## config.mk

```make
export PLATFORM = sky130hd
export DESIGN_NAME = mipsCtrl
export DESIGN_NICKNAME = d
export VERILOG_FILES = /design/src/mipsCtrlPkg.sv /design/src/instrDecoder.sv /design/src/ctrlSequencer.sv /design/src/ctrlOutputs.sv /design/src/mipsCtrl.sv
export SDC_FILE = /design/constraint.sdc
export NUM_CORES = 1
export LEC_CHECK = 0
export ABC_AREA = 1
export BUFFER_PORTS_ARGS = -buffer_cell sky130_fd_sc_hd__buf_4
export CORE_MARGIN = 1
export CORE_UTILIZATION = 46
export CTS_CLUSTER_SIZE = 10
export DETAILED_ROUTE_END_ITERATION = 12
export GPL_TIMING_DRIVEN = 0
export HOLD_SLACK_MARGIN = 0.03
export MAX_ROUTING_LAYER = met4
export PLACE_DENSITY = 0.8
export REMOVE_ABC_BUFFERS = 1
export SLEW_MARGIN = 20
export SYNTH_ARGS = -nofsm -noshare
export SYNTH_HDL_FRONTEND = slang
export SYNTH_SLANG_ARGS = --single-unit
export TNS_END_PERCENT = 5
```

## constraint.sdc

```tcl
create_clock -name clk -period 1.5 [get_ports clk]
set_clock_uncertainty 0.15 [all_clocks]
set_input_delay 0.3 -clock clk [delete_from_list [all_inputs] [get_ports clk]]
set_output_delay 0.3 -clock clk [all_outputs]
set_load 0.02 [all_outputs]
```

## src/mipsCtrlPkg.sv

```systemverilog
package mipsCtrlPkg;

    localparam int OP_WIDTH       = 6;
    localparam int FUNCT_WIDTH    = 6;
    localparam int REG_ADDR_WIDTH = 5;

    // rt value on the shared REGIMM opcode that means bgez
    localparam logic [REG_ADDR_WIDTH-1:0] RT_BGEZ = 5'b00001;

    typedef enum logic [OP_WIDTH-1:0] {
        OP_RTYPE  = 6'b000000,   // Also jr and jalr
        OP_REGIMM = 6'b000001,   // bltz / bgez, chosen by rt
        OP_J      = 6'b000010,
        OP_JAL    = 6'b000011,
        OP_BEQ    = 6'b000100,
        OP_BNE    = 6'b000101,
        OP_BLEZ   = 6'b000110,
        OP_BGTZ   = 6'b000111,
        OP_ADDI   = 6'b001000,
        OP_ADDIU  = 6'b001001,
        OP_SLTI   = 6'b001010,
        OP_SLTIU  = 6'b001011,
        OP_ANDI   = 6'b001100,
        OP_ORI    = 6'b001101,
        OP_XORI   = 6'b001110,
        OP_LUI    = 6'b001111,
        OP_LB     = 6'b100000,
        OP_LH     = 6'b100001,
        OP_LW     = 6'b100011,
        OP_LBU    = 6'b100100,
        OP_LHU    = 6'b100101,
        OP_SB     = 6'b101000,
        OP_SH     = 6'b101001,
        OP_SW     = 6'b101011
    } opcode_e;

    typedef enum logic [FUNCT_WIDTH-1:0] {
        FN_JR   = 6'b001000,
        FN_JALR = 6'b001001,
        FN_ADD  = 6'b100000,
        FN_ADDU = 6'b100001,
        FN_SUB  = 6'b100010,
        FN_SUBU = 6'b100011,
        FN_AND  = 6'b100100,
        FN_OR   = 6'b100101,
        FN_XOR  = 6'b100110,
        FN_NOR  = 6'b100111,
        FN_SLT  = 6'b101010,
        FN_SLTU = 6'b101011
    } funct_e;

    typedef enum logic [3:0] {
        S_INITIAL,
        S_FETCH,
        S_DECODE,
        S_MEM_ADDR,
        S_MEM_LOAD,
        S_MEM_STORE,
        S_LOAD_DONE,
        S_EXECUTE,
        S_ALU_DONE,
        S_BRANCH,
        S_JUMP
    } ctrlState_e;

    typedef enum logic [2:0] {
        CLS_ALU_REG,
        CLS_ALU_IMM,
        CLS_LOAD,
        CLS_STORE,
        CLS_BRANCH,
        CLS_JUMP_IMM,
        CLS_JUMP_REG,
        CLS_ILLEGAL
    } instrClass_e;

    typedef enum logic [4:0] {
        ALU_ADD, ALU_SUB, ALU_AND, ALU_OR, ALU_XOR, ALU_NOR, ALU_SLT,
        ALU_SLTU, ALU_LUI, ALU_BNE, ALU_BLTZ, ALU_BGEZ, ALU_BGTZ, ALU_BLEZ
    } aluOp_e;

    typedef enum logic [2:0] {MEMR_WORD, MEMR_HALF, MEMR_HALFU, MEMR_BYTE, MEMR_BYTEU} memRSize_e;
    typedef enum logic [1:0] {MEMW_WORD, MEMW_HALF, MEMW_BYTE} memWSize_e;
    typedef enum logic [1:0] {DST_RT, DST_RD, DST_RA} regDst_e;
    typedef enum logic [1:0] {M2R_MEM, M2R_ALU, M2R_PC4} memToReg_e;
    typedef enum logic [1:0] {SRCA_REG, SRCA_PC} aluSrcA_e;
    typedef enum logic [1:0] {SRCB_REG, SRCB_FOUR, SRCB_IMM, SRCB_IMM_SH2} aluSrcB_e;
    typedef enum logic [1:0] {PC_PLUS4, PC_BRANCH, PC_JUMP, PC_REGA} pcSrc_e;

endpackage

```

## src/instrDecoder.sv

```systemverilog
`timescale 1ns/1ns

module instrDecoder
    import mipsCtrlPkg::*;
(
    input  logic [OP_WIDTH-1:0]       op,
    input  logic [FUNCT_WIDTH-1:0]    funct,
    input  logic [REG_ADDR_WIDTH-1:0] rt,
    output instrClass_e               instrClass,
    output aluOp_e                    instrAluOp,
    output aluSrcB_e                  instrAluSrcB,
    output regDst_e                   instrRegDst,
    output memRSize_e                 instrMemRSize,
    output memWSize_e                 instrMemWSize,
    output logic                      instrLinks
);

    always_comb
    begin
        instrClass    = CLS_ILLEGAL;
        instrAluOp    = ALU_ADD;
        instrAluSrcB  = SRCB_REG;
        instrRegDst   = DST_RT;
        instrMemRSize = MEMR_WORD;
        instrMemWSize = MEMW_WORD;
        instrLinks    = 1'b0;

        case (op)
            OP_RTYPE:
            begin
                instrClass  = CLS_ALU_REG;
                instrRegDst = DST_RD;
                case (funct)
                    FN_ADD, FN_ADDU: instrAluOp = ALU_ADD;
                    FN_SUB, FN_SUBU: instrAluOp = ALU_SUB;
                    FN_AND:          instrAluOp = ALU_AND;
                    FN_OR:           instrAluOp = ALU_OR;
                    FN_XOR:          instrAluOp = ALU_XOR;
                    FN_NOR:          instrAluOp = ALU_NOR;
                    FN_SLT:          instrAluOp = ALU_SLT;
                    FN_SLTU:         instrAluOp = ALU_SLTU;
                    FN_JR:           instrClass = CLS_JUMP_REG;
                    FN_JALR:
                    begin
                        instrClass  = CLS_JUMP_REG;
                        instrRegDst = DST_RA;   // Return address to r31
                        instrLinks  = 1'b1;
                    end
                    default:         instrClass = CLS_ILLEGAL;
                endcase
            end
            OP_ADDI, OP_ADDIU, OP_ANDI, OP_ORI, OP_XORI, OP_LUI, OP_SLTI, OP_SLTIU:
            begin
                instrClass   = CLS_ALU_IMM;
                instrAluSrcB = SRCB_IMM;
                case (op)
                    OP_ANDI:  instrAluOp = ALU_AND;
                    OP_ORI:   instrAluOp = ALU_OR;
                    OP_XORI:  instrAluOp = ALU_XOR;
                    OP_LUI:   instrAluOp = ALU_LUI;
                    OP_SLTI:  instrAluOp = ALU_SLT;
                    OP_SLTIU: instrAluOp = ALU_SLTU;
                    default:  instrAluOp = ALU_ADD;
                endcase
            end
            OP_LW, OP_LH, OP_LHU, OP_LB, OP_LBU:
            begin
                instrClass   = CLS_LOAD;
                instrAluSrcB = SRCB_IMM;
                case (op)
                    OP_LH:   instrMemRSize = MEMR_HALF;
                    OP_LHU:  instrMemRSize = MEMR_HALFU;
                    OP_LB:   instrMemRSize = MEMR_BYTE;
                    OP_LBU:  instrMemRSize = MEMR_BYTEU;
                    default: instrMemRSize = MEMR_WORD;
                endcase
            end
            OP_SW, OP_SH, OP_SB:
            begin
                instrClass   = CLS_STORE;
                instrAluSrcB = SRCB_IMM;
                case (op)
                    OP_SH:   instrMemWSize = MEMW_HALF;
                    OP_SB:   instrMemWSize = MEMW_BYTE;
                    default: instrMemWSize = MEMW_WORD;
                endcase
            end
            OP_BEQ:  {instrClass, instrAluOp} = {CLS_BRANCH, ALU_SUB};
            OP_BNE:  {instrClass, instrAluOp} = {CLS_BRANCH, ALU_BNE};
            OP_BGTZ: {instrClass, instrAluOp} = {CLS_BRANCH, ALU_BGTZ};
            OP_BLEZ: {instrClass, instrAluOp} = {CLS_BRANCH, ALU_BLEZ};
            OP_REGIMM:
            begin
                instrClass = CLS_BRANCH;
                instrAluOp = (rt == RT_BGEZ) ? ALU_BGEZ : ALU_BLTZ;
            end
            OP_J:    instrClass = CLS_JUMP_IMM;
            OP_JAL:
            begin
                instrClass  = CLS_JUMP_IMM;
                instrRegDst = DST_RA;
                instrLinks  = 1'b1;
            end
            default: instrClass = CLS_ILLEGAL;
        endcase
    end

endmodule

```

## src/ctrlSequencer.sv

```systemverilog
`timescale 1ns/1ns

module ctrlSequencer
    import mipsCtrlPkg::*;
(
    input  logic        clk,
    input  logic        rstN,
    input  instrClass_e instrClass,
    output ctrlState_e  state
);

    ctrlState_e nextState;

    always_ff @(posedge clk or negedge rstN)
    begin
        if (!rstN)
            state <= S_INITIAL;
        else
            state <= nextState;
    end

    always_comb
    begin
        nextState = S_INITIAL;
        case (state)
            S_INITIAL:   nextState = S_FETCH;
            S_FETCH:     nextState = S_DECODE;
            S_DECODE:
            begin
                case (instrClass)
                    CLS_ALU_REG, CLS_ALU_IMM:   nextState = S_EXECUTE;
                    CLS_LOAD, CLS_STORE:        nextState = S_MEM_ADDR;
                    CLS_BRANCH:                 nextState = S_BRANCH;
                    CLS_JUMP_IMM, CLS_JUMP_REG: nextState = S_JUMP;
                    default:                    nextState = S_INITIAL;   // Illegal
                endcase
            end
            S_MEM_ADDR:
            begin
                if (instrClass == CLS_LOAD)
                    nextState = S_MEM_LOAD;
                else if (instrClass == CLS_STORE)
                    nextState = S_MEM_STORE;
                else
                    nextState = S_INITIAL;
            end
            S_MEM_LOAD:  nextState = S_LOAD_DONE;
            S_LOAD_DONE: nextState = S_FETCH;
            S_MEM_STORE: nextState = S_FETCH;
            S_EXECUTE:   nextState = S_ALU_DONE;
            S_ALU_DONE:  nextState = S_FETCH;
            S_BRANCH:    nextState = S_FETCH;
            S_JUMP:      nextState = S_FETCH;
            default:     nextState = S_INITIAL;
        endcase
    end

    stateKnown: assert property (@(posedge clk) rstN |-> !$isunknown(state))
        else $error("FSM state unknown out of reset");

    // Unknown instructions fall back through Initial before the next fetch
    illegalToInitial: assert property (@(posedge clk) disable iff (!rstN)
        (state == S_DECODE && instrClass == CLS_ILLEGAL) |=> state == S_INITIAL)
        else $error("Illegal instruction did not return to Initial");

endmodule

```

## src/ctrlOutputs.sv

```systemverilog
`timescale 1ns/1ns

module ctrlOutputs
    import mipsCtrlPkg::*;
(
    input  ctrlState_e  state,
    input  instrClass_e instrClass,
    input  aluOp_e      instrAluOp,
    input  aluSrcB_e    instrAluSrcB,
    input  regDst_e     instrRegDst,
    input  memRSize_e   instrMemRSize,
    input  memWSize_e   instrMemWSize,
    input  logic        instrLinks,
    output logic        pcWrite,
    output logic        pcWriteCond,
    output logic        irWrite,
    output logic        regWrite,
    output logic        memRead,
    output logic        memWrite,
    output aluOp_e      aluOp,
    output aluSrcA_e    aluSrcA,
    output aluSrcB_e    aluSrcB,
    output pcSrc_e      pcSrc,
    output regDst_e     regDst,
    output memToReg_e   memToReg,
    output memRSize_e   memRSize,
    output memWSize_e   memWSize
);

    always_comb
    begin
        pcWrite     = 1'b0;
        pcWriteCond = 1'b0;
        irWrite     = 1'b0;
        regWrite    = 1'b0;
        memRead     = 1'b0;
        memWrite    = 1'b0;
        aluOp       = ALU_ADD;
        aluSrcA     = SRCA_REG;
        aluSrcB     = SRCB_REG;
        pcSrc       = PC_PLUS4;
        regDst      = DST_RT;
        memToReg    = M2R_ALU;
        memRSize    = MEMR_WORD;
        memWSize    = MEMW_WORD;

        case (state)
            S_FETCH:
            begin
                pcWrite = 1'b1;
                irWrite = 1'b1;
                aluSrcA = SRCA_PC;
                aluSrcB = SRCB_FOUR;   // PC+4
            end
            S_DECODE:
            begin
                aluSrcA = SRCA_PC;
                aluSrcB = SRCB_IMM_SH2;   // Branch target precompute
            end
            S_MEM_ADDR:  aluSrcB = SRCB_IMM;
            S_MEM_LOAD:
            begin
                memRead  = 1'b1;
                memRSize = instrMemRSize;
            end
            S_MEM_STORE:
            begin
                memWrite = 1'b1;
                memWSize = instrMemWSize;
            end
            S_LOAD_DONE:
            begin
                regWrite = 1'b1;
                memToReg = M2R_MEM;
            end
            S_EXECUTE:
            begin
                aluSrcB = instrAluSrcB;
                aluOp   = instrAluOp;
            end
            S_ALU_DONE:
            begin
                regWrite = 1'b1;
                regDst   = instrRegDst;
            end
            S_BRANCH:
            begin
                pcWriteCond = 1'b1;
                pcSrc       = PC_BRANCH;
                aluOp       = instrAluOp;   // Compare of rs with rt or zero
            end
            S_JUMP:
            begin
                pcWrite  = 1'b1;
                pcSrc    = (instrClass == CLS_JUMP_REG) ? PC_REGA : PC_JUMP;
                regWrite = instrLinks;
                regDst   = instrRegDst;
                memToReg = M2R_PC4;
            end
            default:
            begin
                // Initial keeps all defaults
            end
        endcase
    end

    always_comb
    begin
        memExclusive: assert final (!(memRead && memWrite))
            else $error("memRead and memWrite both high");
        pcExclusive: assert final (!(pcWrite && pcWriteCond))
            else $error("pcWrite and pcWriteCond both high");
    end

endmodule

```

## src/mipsCtrl.sv

```systemverilog
`timescale 1ns/1ns

module mipsCtrl
    import mipsCtrlPkg::*;
(
    input  logic                      clk,
    input  logic                      rstN,
    input  logic [OP_WIDTH-1:0]       op,
    input  logic [FUNCT_WIDTH-1:0]    funct,
    input  logic [REG_ADDR_WIDTH-1:0] rt,
    output logic                      pcWrite,
    output logic                      pcWriteCond,
    output logic                      irWrite,
    output logic                      regWrite,
    output logic                      memRead,
    output logic                      memWrite,
    output aluOp_e                    aluOp,
    output aluSrcA_e                  aluSrcA,
    output aluSrcB_e                  aluSrcB,
    output pcSrc_e                    pcSrc,
    output regDst_e                   regDst,
    output memToReg_e                 memToReg,
    output memRSize_e                 memRSize,
    output memWSize_e                 memWSize
);

    instrClass_e instrClass;
    aluOp_e      instrAluOp;
    aluSrcB_e    instrAluSrcB;
    regDst_e     instrRegDst;
    memRSize_e   instrMemRSize;
    memWSize_e   instrMemWSize;
    logic        instrLinks;
    ctrlState_e  state;

    instrDecoder instrDecoder_inst (
        .op            (op),
        .funct         (funct),
        .rt            (rt),
        .instrClass    (instrClass),
        .instrAluOp    (instrAluOp),
        .instrAluSrcB  (instrAluSrcB),
        .instrRegDst   (instrRegDst),
        .instrMemRSize (instrMemRSize),
        .instrMemWSize (instrMemWSize),
        .instrLinks    (instrLinks)
    );

    ctrlSequencer ctrlSequencer_inst (
        .clk        (clk),
        .rstN       (rstN),
        .instrClass (instrClass),
        .state      (state)
    );

    ctrlOutputs ctrlOutputs_inst (
        .state         (state),
        .instrClass    (instrClass),
        .instrAluOp    (instrAluOp),
        .instrAluSrcB  (instrAluSrcB),
        .instrRegDst   (instrRegDst),
        .instrMemRSize (instrMemRSize),
        .instrMemWSize (instrMemWSize),
        .instrLinks    (instrLinks),
        .pcWrite       (pcWrite),
        .pcWriteCond   (pcWriteCond),
        .irWrite       (irWrite),
        .regWrite      (regWrite),
        .memRead       (memRead),
        .memWrite      (memWrite),
        .aluOp         (aluOp),
        .aluSrcA       (aluSrcA),
        .aluSrcB       (aluSrcB),
        .pcSrc         (pcSrc),
        .regDst        (regDst),
        .memToReg      (memToReg),
        .memRSize      (memRSize),
        .memWSize      (memWSize)
    );

endmodule

```

Yosys cells after proc, flatten, opt, wreduce, memory -nomap -nowiden
Index checks and enable logic that the tools add are counted.
W data, S select, Z words.
{ "totals": {"regBits": 4, "inputBits": 19, "output_inout_bits": 26} }
{ "op_classes": {"n_eq_ne": 52, "muxes": 34, "n_reduce_logical": 21} }
{ "ops": {"columns": ["op", "n"], "rows": [
  ["$eq A6 B6 Y1 const B", 18],
  ["$eq A6 B4 Y1 const B", 10],
  ["$pmux W4 S6", 2],
  ["$pmux W5 S7", 1],
  ["$eq A6 B3 Y1 const B", 4],
  ["$reduce_or A2 Y1", 11],
  ["$pmux W3 S7", 1],
  ["$pmux W3 S6", 1],
  ["$eq A4 B3 Y1 const B", 4],
  ["$pmux W2 S2", 4],
  ["$pmux W4 S4", 1],
  ["$reduce_or A16 Y1", 1],
  ["$eq A4 B4 Y1 const B", 3],
  ["$eq A6 B2 Y1 const B", 2],
  ["$pmux W3 S4", 1],
  ["$mux W2", 5],
  ["$reduce_or A10 Y1", 1],
  ["$reduce_or A5 Y1", 2],
  ["$eq A3 B3 Y1 const B", 3],
  ["$mux W1", 9],
  ["$mux W3", 3],
  ["$eq A4 B2 Y1 const B", 2],
  ["$pmux W2 S4", 1],
  ["$reduce_or A8 Y1", 1],
  ["14 further kinds", 16]
]} }

Logic depth before layout (Yosys ltp)
Gate-level depths: netlist of run 1.
{ "depth": {"depth_word": 8, "mapped_depth": 12, "ltp_nobuf": 12} }

Hierarchy
From an unflattened synthesis of run 1, not the netlist that was laid out.
{ "hier_totals": {"cells_unflattened": 223, "hier_area_um2": 1171.1} }
{ "modules_own_cells": {"columns": ["mod", "n_inst", "cells_per_inst", "area_each_um2", "seq_area_each_um2"], "rows": [
  ["instrDecoder", 1, 111, 583.1, 0.0],
  ["ctrlOutputs", 1, 67, 306.5, 0.0],
  ["ctrlSequencer", 1, 45, 281.5, 100.1]
]} }

Worst setup path before layout of run 1
No wires, ideal clock.
{ "synth_path": {"path_kind": "flip-flop to output port", "start": "register ctrlSequencer_inst.state[2]", "end": "output port aluOp[2]", "t_arrival_ns": 1.323, "required_time_ns": 1.050, "path_slack_ns": -0.273, "stages_incl_launch_ff": 6, "path_cell_list": "dfrtp_1 nor2_2 nand2_1 inv_1 nor2_1 a41oi_1"} }
{ "synth_between": {"elab_chain_cells": 3} }
{ "synth_lines": {"columns": ["item", "line_no", "source"], "rows": [
  ["start, declared", "ctrlSequencer.sv:9", "output ctrlState_e state"],
  ["start signal, assigned", "ctrlSequencer.sv:19", "state <= nextState;"],
  ["$eq A4 B3 Y1 / $eq A4 B4 Y1 (equally long branches)", "ctrlOutputs.sv:47", "case (state)"],
  ["$reduce_or A2 Y1 (no source line) *", null, null],
  ["$mux W5 *", "ctrlOutputs.sv:47", null],
  ["end, declared", "mipsCtrl.sv:17", "output aluOp_e aluOp,"]
]} }
Mark *: on every way between the ends. The rest lies on a longest branch, timed or not.

Worst setup path after layout of run 1
{ "layout_path": {"start": "register ctrlSequencer_inst.state[2]", "end": "output port regDst[0]"} }
{ "layout_between": {"elab_chain_cells": 3} }
{ "layout_lines": {"columns": ["item", "line_no", "source"], "rows": [
  ["$eq A4 B4 Y1", "ctrlOutputs.sv:47", null],
  ["$reduce_or A2 Y1 (no source line) *", null, null],
  ["$mux W2 *", "ctrlOutputs.sv:47", null],
  ["end, declared", "mipsCtrl.sv:21", "output regDst_e regDst,"]
]} }
Marked as above.

==> impl_metrics.json, run 1 <==
{
  "synth-compound-area-share": 0.113,
  "met1_usage": 0.387,
  "fillers": 168,
  "drive_gt1_frac": 0.430,
  "io_buffers": 42,
  "critPathMaxFanout": 5,
  "grt_max_degree": 15,
  "first_pass_iters": 4,
  "dieArea_um2": 2180,
  "slowest_stage": "dfrtp_2",
  "viasPerCell": 5.28,
  "finalWorstSetupSlack_ns": -0.469,
  "r2r.worst_path.cells": 8,
  "swShare": 0.549,
  "slowest_delay_ns": 0.45,
  "async_reset_ff_frac": 1.00,
  "dieHeight_um": 46.7,
  "wire_per_inst_um": 12.6,
  "arrival_ns": 1.52,
  "cts.clk_slew.worst_paths_ns": 0.05,
  "netlist_area_um2": 921,
  "cts_tree": "built",
  "rsz0062_at_grt": "true",
  "cts_buffer_depth": 2,
  "grt_usage": 0.302,
  "grt_first_pass_wirelength_mm": 4.60,
  "multi_input_area_um2": 729,
  "busiest_layer": "met2",
  "grt_use_met2": 0.503,
  "status": "complete, but fails checks",
  "p_comb_frac": 0.733,
  "crit_chain": "nor2_4 -> nand2_1 -> nor3_1 -> buf_4",
  "die-width_um": 46.7,
  "grt_overflow": 0,
  "timing.rr.end": "ctrlSequencer_inst.state[0]",
  "synthSimpleGateAreaFrac": 0.583,
  "placed_cells": 238,
  "fin_crit_sh": 1.31,
  "r2r-start": "ctrlSequencer_inst.state[3]",
  "synth_edf_count": 0,
  "hold_viol": 0,
  "ant_nets": 0,
  "root_buffer": "clkbuf_4",
  "worstSkewPairLatency_ns": 0.25,
  "worstSetupPathType": "flip-flop to output port",
  "synth_top_family_by_area": "simple AND/OR/NAND/NOR gates",
  "synthTopCellsByArea": "nand2_1, inv_1, dfrtp_1",
  "largest_reg_flops": 4,
  "ff_latch_area_um2": 101,
  "powerDensity_nw_per_um2": 929,
  "p_total_uw": 1300,
  "grt_antenna_before_repair": 0,
  "cts.sinks": 4,
  "num_rows": 15,
  "gr-usage-met3": 0.0385,
  "peakVddDrop_mv": 1.56,
  "hold_path_class": "primary input to async pin",
  "drc": 0,
  "dp_hpwl_mm": 2.30,
  "synth_mux_area_frac": 0,
  "cts-htree-levels": 1,
  "final_util": 0.779,
  "p_int_uw": 588,
  "largestRegisters": "ctrlSequencer_inst.state (4)",
  "max-cap-violations": 0,
  "core_um2": 1800,
  "ff2ff_setup_slack_ns": 0.02,
  "largest_register": "ctrlSequencer_inst.state",
  "ys_seq_area_frac": 0.109,
  "ys_seq_elements": 4,
  "synthDistinctLibCells": 25,
  "cts_buffers": 3,
  "wl_mm": 3.13,
  "final_cells": 248,
  "ios": 45,
  "period_minus_slack_ns": 1.97,
  "drt_iter0_markers": 31,
  "nets": 244,
  "p_switching_uw": 716,
  "clockPowerShare": 0.115,
  "synthAdderAreaFrac": 0,
  "place.gp.congestion": 0.882,
  "ys_warn_count": 0,
  "violations": "setup timing",
  "p_leak_uw": 0.000781,
  "syn_inst": 175,
  "syn2layout_area_growth_pct": 52.4,
  "vias": 1310,
  "first_global_vias": 1090,
  "end_kind": "output port",
  "setup_viol": 24,
  "slew_violations": 0,
  "holdWs_ns": 0.235,
  "seqPwrFrac": 0.152,
  "yosysTopAreaCell": "nand2_1",
  "syn_area_per_cell_um2": 5.26,
  "crit_path_start_kind": "flip-flop",
  "yosys_most_used_dff": "dfrtp_1",
  "start_util": 0.511,
  "fmax_mhz": 508,
  "yosys.area_share.xor_xnor": 0,
  "worstPathRequired_ns": 1.05,
  "synth_top_area_share": 0.175,
  "diodes": 0
}
## routing by layer
metal,up-vias,part of all wire,wire length [µm]
met2,68,0.52,1630
met5,-,0,0
li1,654,-,-
met4,0,0.0048,15
met3,2,0.060,188
met1,586,0.41,1290
## cell usage after synthesis, types with 2 or more instances
cell      n
nor2_4    4
nand3_1  16
nand2_2   3
nand4_1   5
nand3_2   2
inv_1    29
inv_2     7
dfrtp_1   4
nand2_1  43
o21ai_0   8
nor2_1   19
nor2_2    6
a21oi_1   4
nor3_1   11
buf_4     4
## power groups by stage
stage / clock network (µW) / logic, µW / registers (µW)
after floorplan: 0 / 488 / 169
after global placement: 0 / 776 / 179
after detailed placement: 0 / 789 / 179
after CTS: 146 / 879 / 191
after global routing: 151 / 1030 / 203
final: 150 / 956 / 198
## worst max-delay path by stage
stage                     slack, ns                   startpoint  cells after the start        end
final                         -0.47  ctrlSequencer_inst.state[2]                      4  regDst[0]
after detailed placement      -0.45                        op[4]                      7   aluOp[2]
after floorplan               -0.49  ctrlSequencer_inst.state[2]                      5   pcSrc[0]
after global placement        -0.44                        op[4]                      7   aluOp[2]
after CTS                     -0.42  ctrlSequencer_inst.state[3]                      6   aluOp[2]
after global routing          -0.51  ctrlSequencer_inst.state[1]                      5   aluOp[2]
## area by class of cell
type                            count  share of cell area
Clock buffer                        3              0.0160
Inverter                           36              0.0980
Multi-Input combinational cell    131               0.520
Sequential cell                     4              0.0722
Tap cell                           25              0.0223
Timing Repair Buffer               49               0.272
## per-stage QoR
step                instance area, µm²  worst slack [ns]  setup TNS, ns
floorplan                          883            -0.495          -4.00
global placement                  1230            -0.442          -4.50
detailed placement                1230            -0.451          -4.85
CTS                               1340            -0.418          -7.26
global route                      1400            -0.510          -9.65
finish                            1400            -0.469          -7.84
## repair_timing
| action | in CTS | in global routing |
|---|---|---|
| hold buffers | 1 | 0 |
| endpoints found under the hold margin | 4 | 0 |
| buffers inserted | 2 | 4 |
| setup endpoints to repair | 25 | 27 |
| pin swaps | 2 | 3 |
| resized for setup | 21 | 15 |
## kinds of logic (layout without fill, tap and decap cells)
kind of cell    Yosys count  in the layout
simple gates            111            111
buf+inv                  41             88
compound gates           18             18
other cells               1              2
flops                     4              4
## worst max-delay path, delay by kind of cell, from the launching register on
kind	cells	cell delay [ns]
buffers and inverters	1	0.20
DFF	1	0.45
and+or+nand+nor	3	0.63
## cells in the final DEF (no fill, tap or decap), drive strengths merged
master       netlist  layout
a211oi             1       1
a21o               1       1
a21oi              4       4
a41oi              1       1
buf                5      48
clkbuf             0       3
conb               1       2
dfrtp              4       4
dlygate4sd3        0       1
inv               36      36
nand2             46      46
nand3             18      18
nand4              5       5
nor2              29      29
nor3              12      12
nor4               1       1
o211ai             1       1
o21ai              9       9
o31ai              1       1
No activity file was read; power rests on OpenSTA's default activity.
==> run 2: changes to the inputs <==
--- a/config.mk
+++ b/config.mk
@@ -5,8 +5,7 @@
 export SDC_FILE = /design/constraint.sdc
 export NUM_CORES = 1
 export LEC_CHECK = 0
-export ABC_AREA = 1
-export BUFFER_PORTS_ARGS = -buffer_cell sky130_fd_sc_hd__buf_4
+export BUFFER_PORTS_ARGS = -buffer_cell sky130_fd_sc_hd__clkbuf_2
 export CORE_MARGIN = 1
 export CORE_UTILIZATION = 46
 export CTS_CLUSTER_SIZE = 10
@@ -14,7 +13,7 @@
 export GPL_TIMING_DRIVEN = 0
 export HOLD_SLACK_MARGIN = 0.03
 export MAX_ROUTING_LAYER = met4
-export PLACE_DENSITY = 0.8
+export PLACE_DENSITY = 0.79
 export REMOVE_ABC_BUFFERS = 1
 export SLEW_MARGIN = 20
 export SYNTH_ARGS = -nofsm -noshare
==> impl_metrics.json, run 2 <==
{
  "grt_usage": 0.322,
  "ys_seq_area_frac": 0.105,
  "nets": 211,
  "cts_buffer_depth": 2,
  "synthAdderAreaFrac": 0,
  "cts_tree": "built",
  "yosys_most_used_dff": "dfrtp_1",
  "r2r.worst_path.cells": 6,
  "period_minus_slack_ns": 2.10,
  "rsz0062_at_grt": "true",
  "final_common_cell": "buf_4",
  "final_cell_mix": "buf_4, clkbuf_2, buf_6",
  "timing.rr.end": "ctrlSequencer_inst.state[0]",
  "slowest_stage": "or4_4",
  "start_util": 0.485,
  "dp_hpwl_mm": 2.10,
  "io_buffers": 42,
  "synth_mux_area_frac": 0.0329,
  "m1WireLength_mm": 1.45,
  "wl_mm": 3.93,
  "root_buffer": "clkbuf_4",
  "yosysMostFrequentCell": "nor2_1",
  "r2r-start": "ctrlSequencer_inst.state[2]",
  "synthTopCellsByArea": "dfrtp_1, nor2_1, o21ai_0",
  "vias": 1379,
  "yosysTopAreaCell": "dfrtp_1",
  "syn_area_per_cell_um2": 6.85,
  "peakVddDrop_mv": 1.15,
  "largestRegisters": "ctrlSequencer_inst.state (4)",
  "yosys-top-cells-count": "nor2_1, nand2_1, o21ai_0, inv_1, nand2b_1",
  "first_pass_iters": 6,
  "worstSkewPairLatency_ns": 0.24,
  "yosys.area_share.xor_xnor": 0.00920,
  "detailroute.wirelength.met3_um": 314,
  "cts-htree-levels": 1,
  "worstSetupPathType": "primary input to output port",
  "async_reset_ff_frac": 1.00,
  "status": "complete, but fails checks",
  "place.gp.congestion": 0.855,
  "cts.sinks": 4,
  "first_global_vias": 1076,
  "largest_register": "ctrlSequencer_inst.state",
  "synth-compound-area-share": 0.301,
  "p_leak_uw": 0.000719,
  "largest_reg_flops": 4,
  "slew_violations": 0,
  "dieHeight_um": 47.5,
  "path_delay_family": "simple AND/OR/NAND/NOR gates",
  "critPathMaxFanout": 6,
  "cts.clk_slew.worst_paths_ns": 0.04,
  "diodes": 0,
  "synth_top_family_by_area": "simple AND/OR/NAND/NOR gates",
  "syn_inst": 139,
  "grt_max_degree": 17,
  "placed_cells": 198,
  "drt_iter0_markers": 74,
  "crit_path_start_kind": "primary input",
  "synthSimpleGateAreaFrac": 0.419,
  "slowest_delay_ns": 0.56,
  "finalWorstSetupSlack_ns": -0.603,
  "ant_nets": 0,
  "synth_top_area_share": 0.105,
  "wire_per_inst_um": 18.1,
  "fmax_mhz": 476,
  "fin_crit_sh": 1.40,
  "grt_first_pass_wirelength_mm": 4.84,
  "viasPerCell": 6.35,
  "grt_antenna_before_repair": 0,
  "powerDensity_nw_per_um2": 1150,
  "crit_chain": "buf_2 -> or4_4 -> a2111oi_4 -> a31o_1 -> buf_6",
  "route.met2.wl_mm": 1.95,
  "drive_gt1_frac": 0.589,
  "end_kind": "output port",
  "arrival_ns": 1.65,
  "cts_buffers": 3,
  "worstPathRequired_ns": 1.05,
  "final_cells": 217,
  "cp.buffers_inverters": 2,
  "core_um2": 1960,
  "ff2ff_setup_slack_ns": -0.28,
  "dr.max_layer_used": "met4",
  "violations": "setup timing",
  "ys_warn_count": 0,
  "hold_viol": 0,
  "dieArea_um2": 2260,
  "setup_viol": 28,
  "ios": 45,
  "synth_edf_count": 0,
  "hold_path_class": "primary input to async pin",
  "drc": 0,
  "netlist_area_um2": 952,
  "num_rows": 16,
  "syn2layout_area_growth_pct": 67.5,
  "critPathLaunch": "funct[1]",
  "max-cap-violations": 0,
  "synthDistinctLibCells": 53,
  "dp_slack_ns": -0.737,
  "ys_seq_elements": 4,
  "die-width_um": 47.5,
  "grt_overflow": 0
}
run 2: cell count changes after synthesis, moves of 7 or more:
| cell | before | now |
|---|---|---|
| nand3_1 | 16 | 4 |
| nand2_1 | 43 | 14 |
| nor3_1 | 11 | 3 |
| inv_2 | 7 | 0 |
| inv_1 | 29 | 10 |
| nand2b_1 | 0 | 7 |
run 2: power breakdown:
group | switching [µW] | leakage, µW | internal, µW
Clock | 43.5 | 0.0000138 | 89.5
Sequential | 50.1 | 0.0000480 | 153
Combinational | 789 | 0.000657 | 701
Total | 883 | 0.000719 | 944
run 2: cell families (layout without fill, tap and decap cells):
logic type                after synthesis  count (layout)
DFF                                     4               4
AOI/OAI and AO/OA                      38              38
other                                   1               2
muxes                                   3               3
and+or+nand+nor                        71              71
xor gates and xnor gates                1               1
buffers and inverters                  21              71
run 2: per-stage QoR:
| stage | total power [µW] | area [µm²] | hold slack (ns) | utilization | setup TNS [ns] |
|---|---|---|---|---|---|
| 4_1_cts | 1520 | 1420 | 0.254 | 0.723 | -11.28 |
| 6_report | 1830 | 1600 | 0.315 | 0.813 | -11.32 |
| 3_5_place_dp | 1000 | 1110 | -0.0383 | 0.568 | -9.16 |
| 2_1_floorplan | 748 | 871 | -0.146 | - | -6.40 |
| 5_1_grt | 1950 | 1600 | 0.351 | 0.813 | -12.95 |
| 3_3_place_gp | 978 | 1110 | -0.0474 | 0.568 | -8.60 |
run 2: how the worst max path moves through the flow:
stage / end / slack [ns] / cells past startpoint
2_1_floorplan: memWSize[1] / -0.70 / 3
3_3_place_gp: pcSrc[0] / -0.69 / 6
3_5_place_dp: pcSrc[0] / -0.74 / 6
4_1_cts: aluOp[0] / -0.60 / 7
5_1_grt: pcSrc[0] / -0.64 / 6
6_report: pcSrc[0] / -0.60 / 5
run 2: worst register-to-register path: cells and delay by family (launching register included):
kind	cells	cell delay, ns
buf+inv	1	0.17
flops	1	0.39
simple gates	2	0.27
compound gates	3	0.66
run 2: per-layer routing:
layer	GRT usage	up-vias
met3	0.0679	33
met5	-	-
li1	-	610
met2	0.537	98
met4	0.194	0
met1	0.349	638
run 2: area by class of cell:
class,instances,area [µm²]
flip-flops and latches,4,104
fillers,114,367
inverters,10,42.5
repair buffers,58,472
multi-input cells,115,921
clock buffers,3,22.5
well taps,27,33.8
run 2: repair_timing:
| item | 4_1_cts | 5_1_grt |
|---|---|---|
| endpoints found under the setup margin | 28 | 28 |
| setup buffers | 13 | 2 |
| hold buffers | 1 | 0 |
| endpoints found under the hold margin | 4 | 0 |
| gates resized for setup | 48 | 67 |
| pin swaps | 8 | 10 |
==> run 3: changes to the inputs <==
--- a/config.mk
+++ b/config.mk
@@ -5,18 +5,21 @@
 export SDC_FILE = /design/constraint.sdc
 export NUM_CORES = 1
 export LEC_CHECK = 0
+export ABC_AREA = 1
 export BUFFER_PORTS_ARGS = -buffer_cell sky130_fd_sc_hd__clkbuf_2
 export CORE_MARGIN = 1
-export CORE_UTILIZATION = 46
+export CORE_UTILIZATION = 49
+export CTS_CLUSTER_DIAMETER = 120
 export CTS_CLUSTER_SIZE = 10
 export DETAILED_ROUTE_END_ITERATION = 12
 export GPL_TIMING_DRIVEN = 0
 export HOLD_SLACK_MARGIN = 0.03
 export MAX_ROUTING_LAYER = met4
-export PLACE_DENSITY = 0.79
+export PLACE_DENSITY = 0.8
 export REMOVE_ABC_BUFFERS = 1
 export SLEW_MARGIN = 20
 export SYNTH_ARGS = -nofsm -noshare
 export SYNTH_HDL_FRONTEND = slang
+export SYNTH_HIERARCHICAL = 1
 export SYNTH_SLANG_ARGS = --single-unit
 export TNS_END_PERCENT = 5
==> impl_metrics.json, run 3 <==
{
  "status": "complete, but fails checks",
  "violations": "setup timing",
  "placed_cells": 288,
  "netlist_area_um2": 1170,
  "synth_top_area_share": 0.131,
  "critPathMaxFanout": 6,
  "synth_top_family_by_area": "simple AND/OR/NAND/NOR gates",
  "slowest_delay_ns": 0.26,
  "core_um2": 2230,
  "die-width_um": 50.9,
  "cp_common_cell": "nand3_4",
  "viasPerCell": 5.17,
  "vias": 1550,
  "first_pass_iters": 4,
  "multi_input_area_um2": 995,
  "p_leak_uw": 0.000895,
  "end_kind": "output port",
  "powerDensity_nw_per_um2": 882,
  "synthAdderAreaFrac": 0,
  "start_util": 0.524,
  "ys_seq_area_frac": 0.0855,
  "max-cap-violations": 0,
  "drive_gt1_frac": 0.471,
  "r2r.worst_path.cells": 5,
  "largest_reg_flops": 4,
  "worstSkewPairLatency_ns": 0.23,
  "synth-compound-area-share": 0.113,
  "largestRegisters": "ctrlSequencer_inst/state (4)",
  "grt_overflow": 0,
  "yosys_most_used_dff": "dfrtp_1",
  "timing.rr.end": "ctrlSequencer_inst/state[3]",
  "cts_tree": "built",
  "num_rows": 17,
  "slew_violations": 0,
  "holdWs_ns": 0.280,
  "dp_hpwl_mm": 2.22,
  "synthTopCellsByArea": "nand2_1, inv_1, nor2_1",
  "arrival_ns": 1.67,
  "worstPathRequired_ns": 1.05,
  "synthSimpleGateAreaFrac": 0.605,
  "grt_max_degree": 10,
  "nets": 293,
  "worstSetupPathType": "primary input to output port",
  "ios": 45,
  "root_buffer": "clkbuf_4",
  "period_minus_slack_ns": 2.12,
  "setup_viol": 28,
  "fillers": 172,
  "largest_register": "ctrlSequencer_inst/state",
  "drt_iter0_markers": 49,
  "p_switching_uw": 879,
  "final_cells": 300,
  "fmax_mhz": 471,
  "syn_area_per_cell_um2": 5.25,
  "peakVddDrop_mv": 1.20,
  "slowest_stage": "nor2_4",
  "syn2layout_area_growth_pct": 47.0,
  "diodes": 0,
  "synth_mux_area_frac": 0,
  "finalWorstSetupSlack_ns": -0.623,
  "p_total_uw": 1520,
  "swShare": 0.579,
  "cts.sinks": 4,
  "final_cell_mix": "nand2_1, inv_1, nor2_1",
  "yosysMostFrequentCell": "nand2_1",
  "dp_slack_ns": -0.763,
  "seqPwrFrac": 0.171,
  "syn_inst": 223,
  "dieArea_um2": 2590,
  "hold_path_class": "primary input to async pin",
  "yosys.area_share.xor_xnor": 0,
  "place.gp.congestion": 0.891,
  "grt_usage": 0.253,
  "ys_seq_elements": 4,
  "fin_crit_sh": 1.42,
  "first_global_vias": 1212,
  "final_common_cell": "nand2_1",
  "cts_buffers": 3,
  "yosysTopAreaCell": "nand2_1",
  "wire_per_inst_um": 12.0,
  "cts_buffer_depth": 2,
  "yosys-top-cells-count": "nand2_1, inv_1, nor2_1, nand3_1, nand2_2",
  "p_int_uw": 639,
  "ant_nets": 0,
  "ys_warn_count": 6,
  "crit_chain": "buf_8 -> nor2_4 -> nand3_4 -> nand2_1 -> nor2_2 -> nand3_4 -> o21ai_2 -> nand3b_1 -> o21ai_1 -> buf_4",
  "crit_path_start_kind": "primary input",
  "cts.clk_slew.worst_paths_ns": 0.04,
  "rsz0062_at_grt": "true",
  "drc": 0,
  "r2r-start": "ctrlSequencer_inst/state[3]",
  "hold_viol": 0,
  "synth_edf_count": 0,
  "cts-htree-levels": 1,
  "grt_antenna_before_repair": 0,
  "p_comb_frac": 0.744,
  "async_reset_ff_frac": 1.00,
  "ff_latch_area_um2": 105,
  "ff2ff_setup_slack_ns": 0.19,
  "io_buffers": 42,
  "synthDistinctLibCells": 24,
  "grt_first_pass_wirelength_mm": 5.00,
  "wl_mm": 3.61,
  "clockPowerShare": 0.085,
  "dieHeight_um": 50.9
}
==> run 3: cell count changes in the layout (fill, tap and decap cells not counted), moves of 10 or more <==
cell / previous run / this run
nand2_1: 12 / 35
nand3_1: 3 / 14
inv_2: 2 / 14
nor2_2: 2 / 12
nand2_2: 1 / 16
nor2_1: 9 / 28
inv_1: 6 / 34
==> run 3: power groups by stage <==
| stage | sequential (µW) | combinational, µW | clock, µW |
|---|---|---|---|
| after floorplan | 217 | 702 | 0 |
| after global placement | 234 | 929 | 0 |
| after detailed placement | 234 | 940 | 0 |
| after CTS | 243 | 1000 | 131 |
| after global routing | 273 | 1230 | 145 |
| final | 260 | 1130 | 129 |
==> run 3: metal layers <==
metal  up-vias  wire length [µm]  global-route usage
li1        783                 -                   -
met1       676              1540               0.331
met2        71              1620               0.411
met3        20               224              0.0357
met4         0               231              0.0602
met5         -                 0                   -
==> run 3: worst max-delay path, delay by kind of cell <==
| family | cells | cell delay [ns] |
|---|---|---|
| and+or+nand+nor | 6 | 0.89 |
| buffers and inverters | 2 | 0.27 |
| AOI/OAI and AO/OA | 2 | 0.22 |
==> run 3: worst max-delay path by stage <==
| stage | startpoint | end | slack [ns] | cells past startpoint |
|---|---|---|---|---|
| 6_report | op[3] | pcSrc[0] | -0.62 | 10 |
| 3_5_place_dp | op[1] | pcSrc[0] | -0.76 | 10 |
| 4_1_cts | funct[5] | pcSrc[0] | -0.54 | 11 |
| 3_3_place_gp | op[1] | pcSrc[0] | -0.77 | 10 |
| 2_1_floorplan | op[5] | pcSrc[0] | -0.49 | 9 |
| 5_1_grt | op[3] | pcSrc[0] | -0.65 | 9 |
==> run 3: cell families (layout without fill, tap and decap cells) <==
| family | after synthesis | in the layout |
|---|---|---|
| buffers and inverters | 54 | 102 |
| AOI/OAI and AO/OA | 25 | 25 |
| and+or+nand+nor | 138 | 138 |
| other | 2 | 3 |
| DFF | 4 | 4 |
==> run 3: repair_timing <==
action | CTS | global route
pin swaps | 11 | 16
hold buffers | 1 | 0
endpoints found under the hold margin | 4 | 0
gates resized for setup | 28 | 58
setup buffers | 3 | 5
endpoints found under the setup margin | 28 | 28
==> run 3: stage by stage <==
step                setup TNS (ns)  instance area [µm²]   util
global placement             -6.55                 1380  0.617
global route                -10.46                 1720  0.771
detailed placement           -6.54                 1380  0.617
floorplan                    -2.30                 1130      -
CTS                          -7.42                 1530  0.686
finish                       -8.38                 1720  0.771
==> run 3: final cells by class <==
type	count	share of cell area
Clock buffer	3	0.0131
Sequential cell	4	0.0610
Timing Repair Buffer	51	0.223
Inverter	48	0.105
Multi-Input combinational cell	166	0.578
Tap cell	28	0.0203
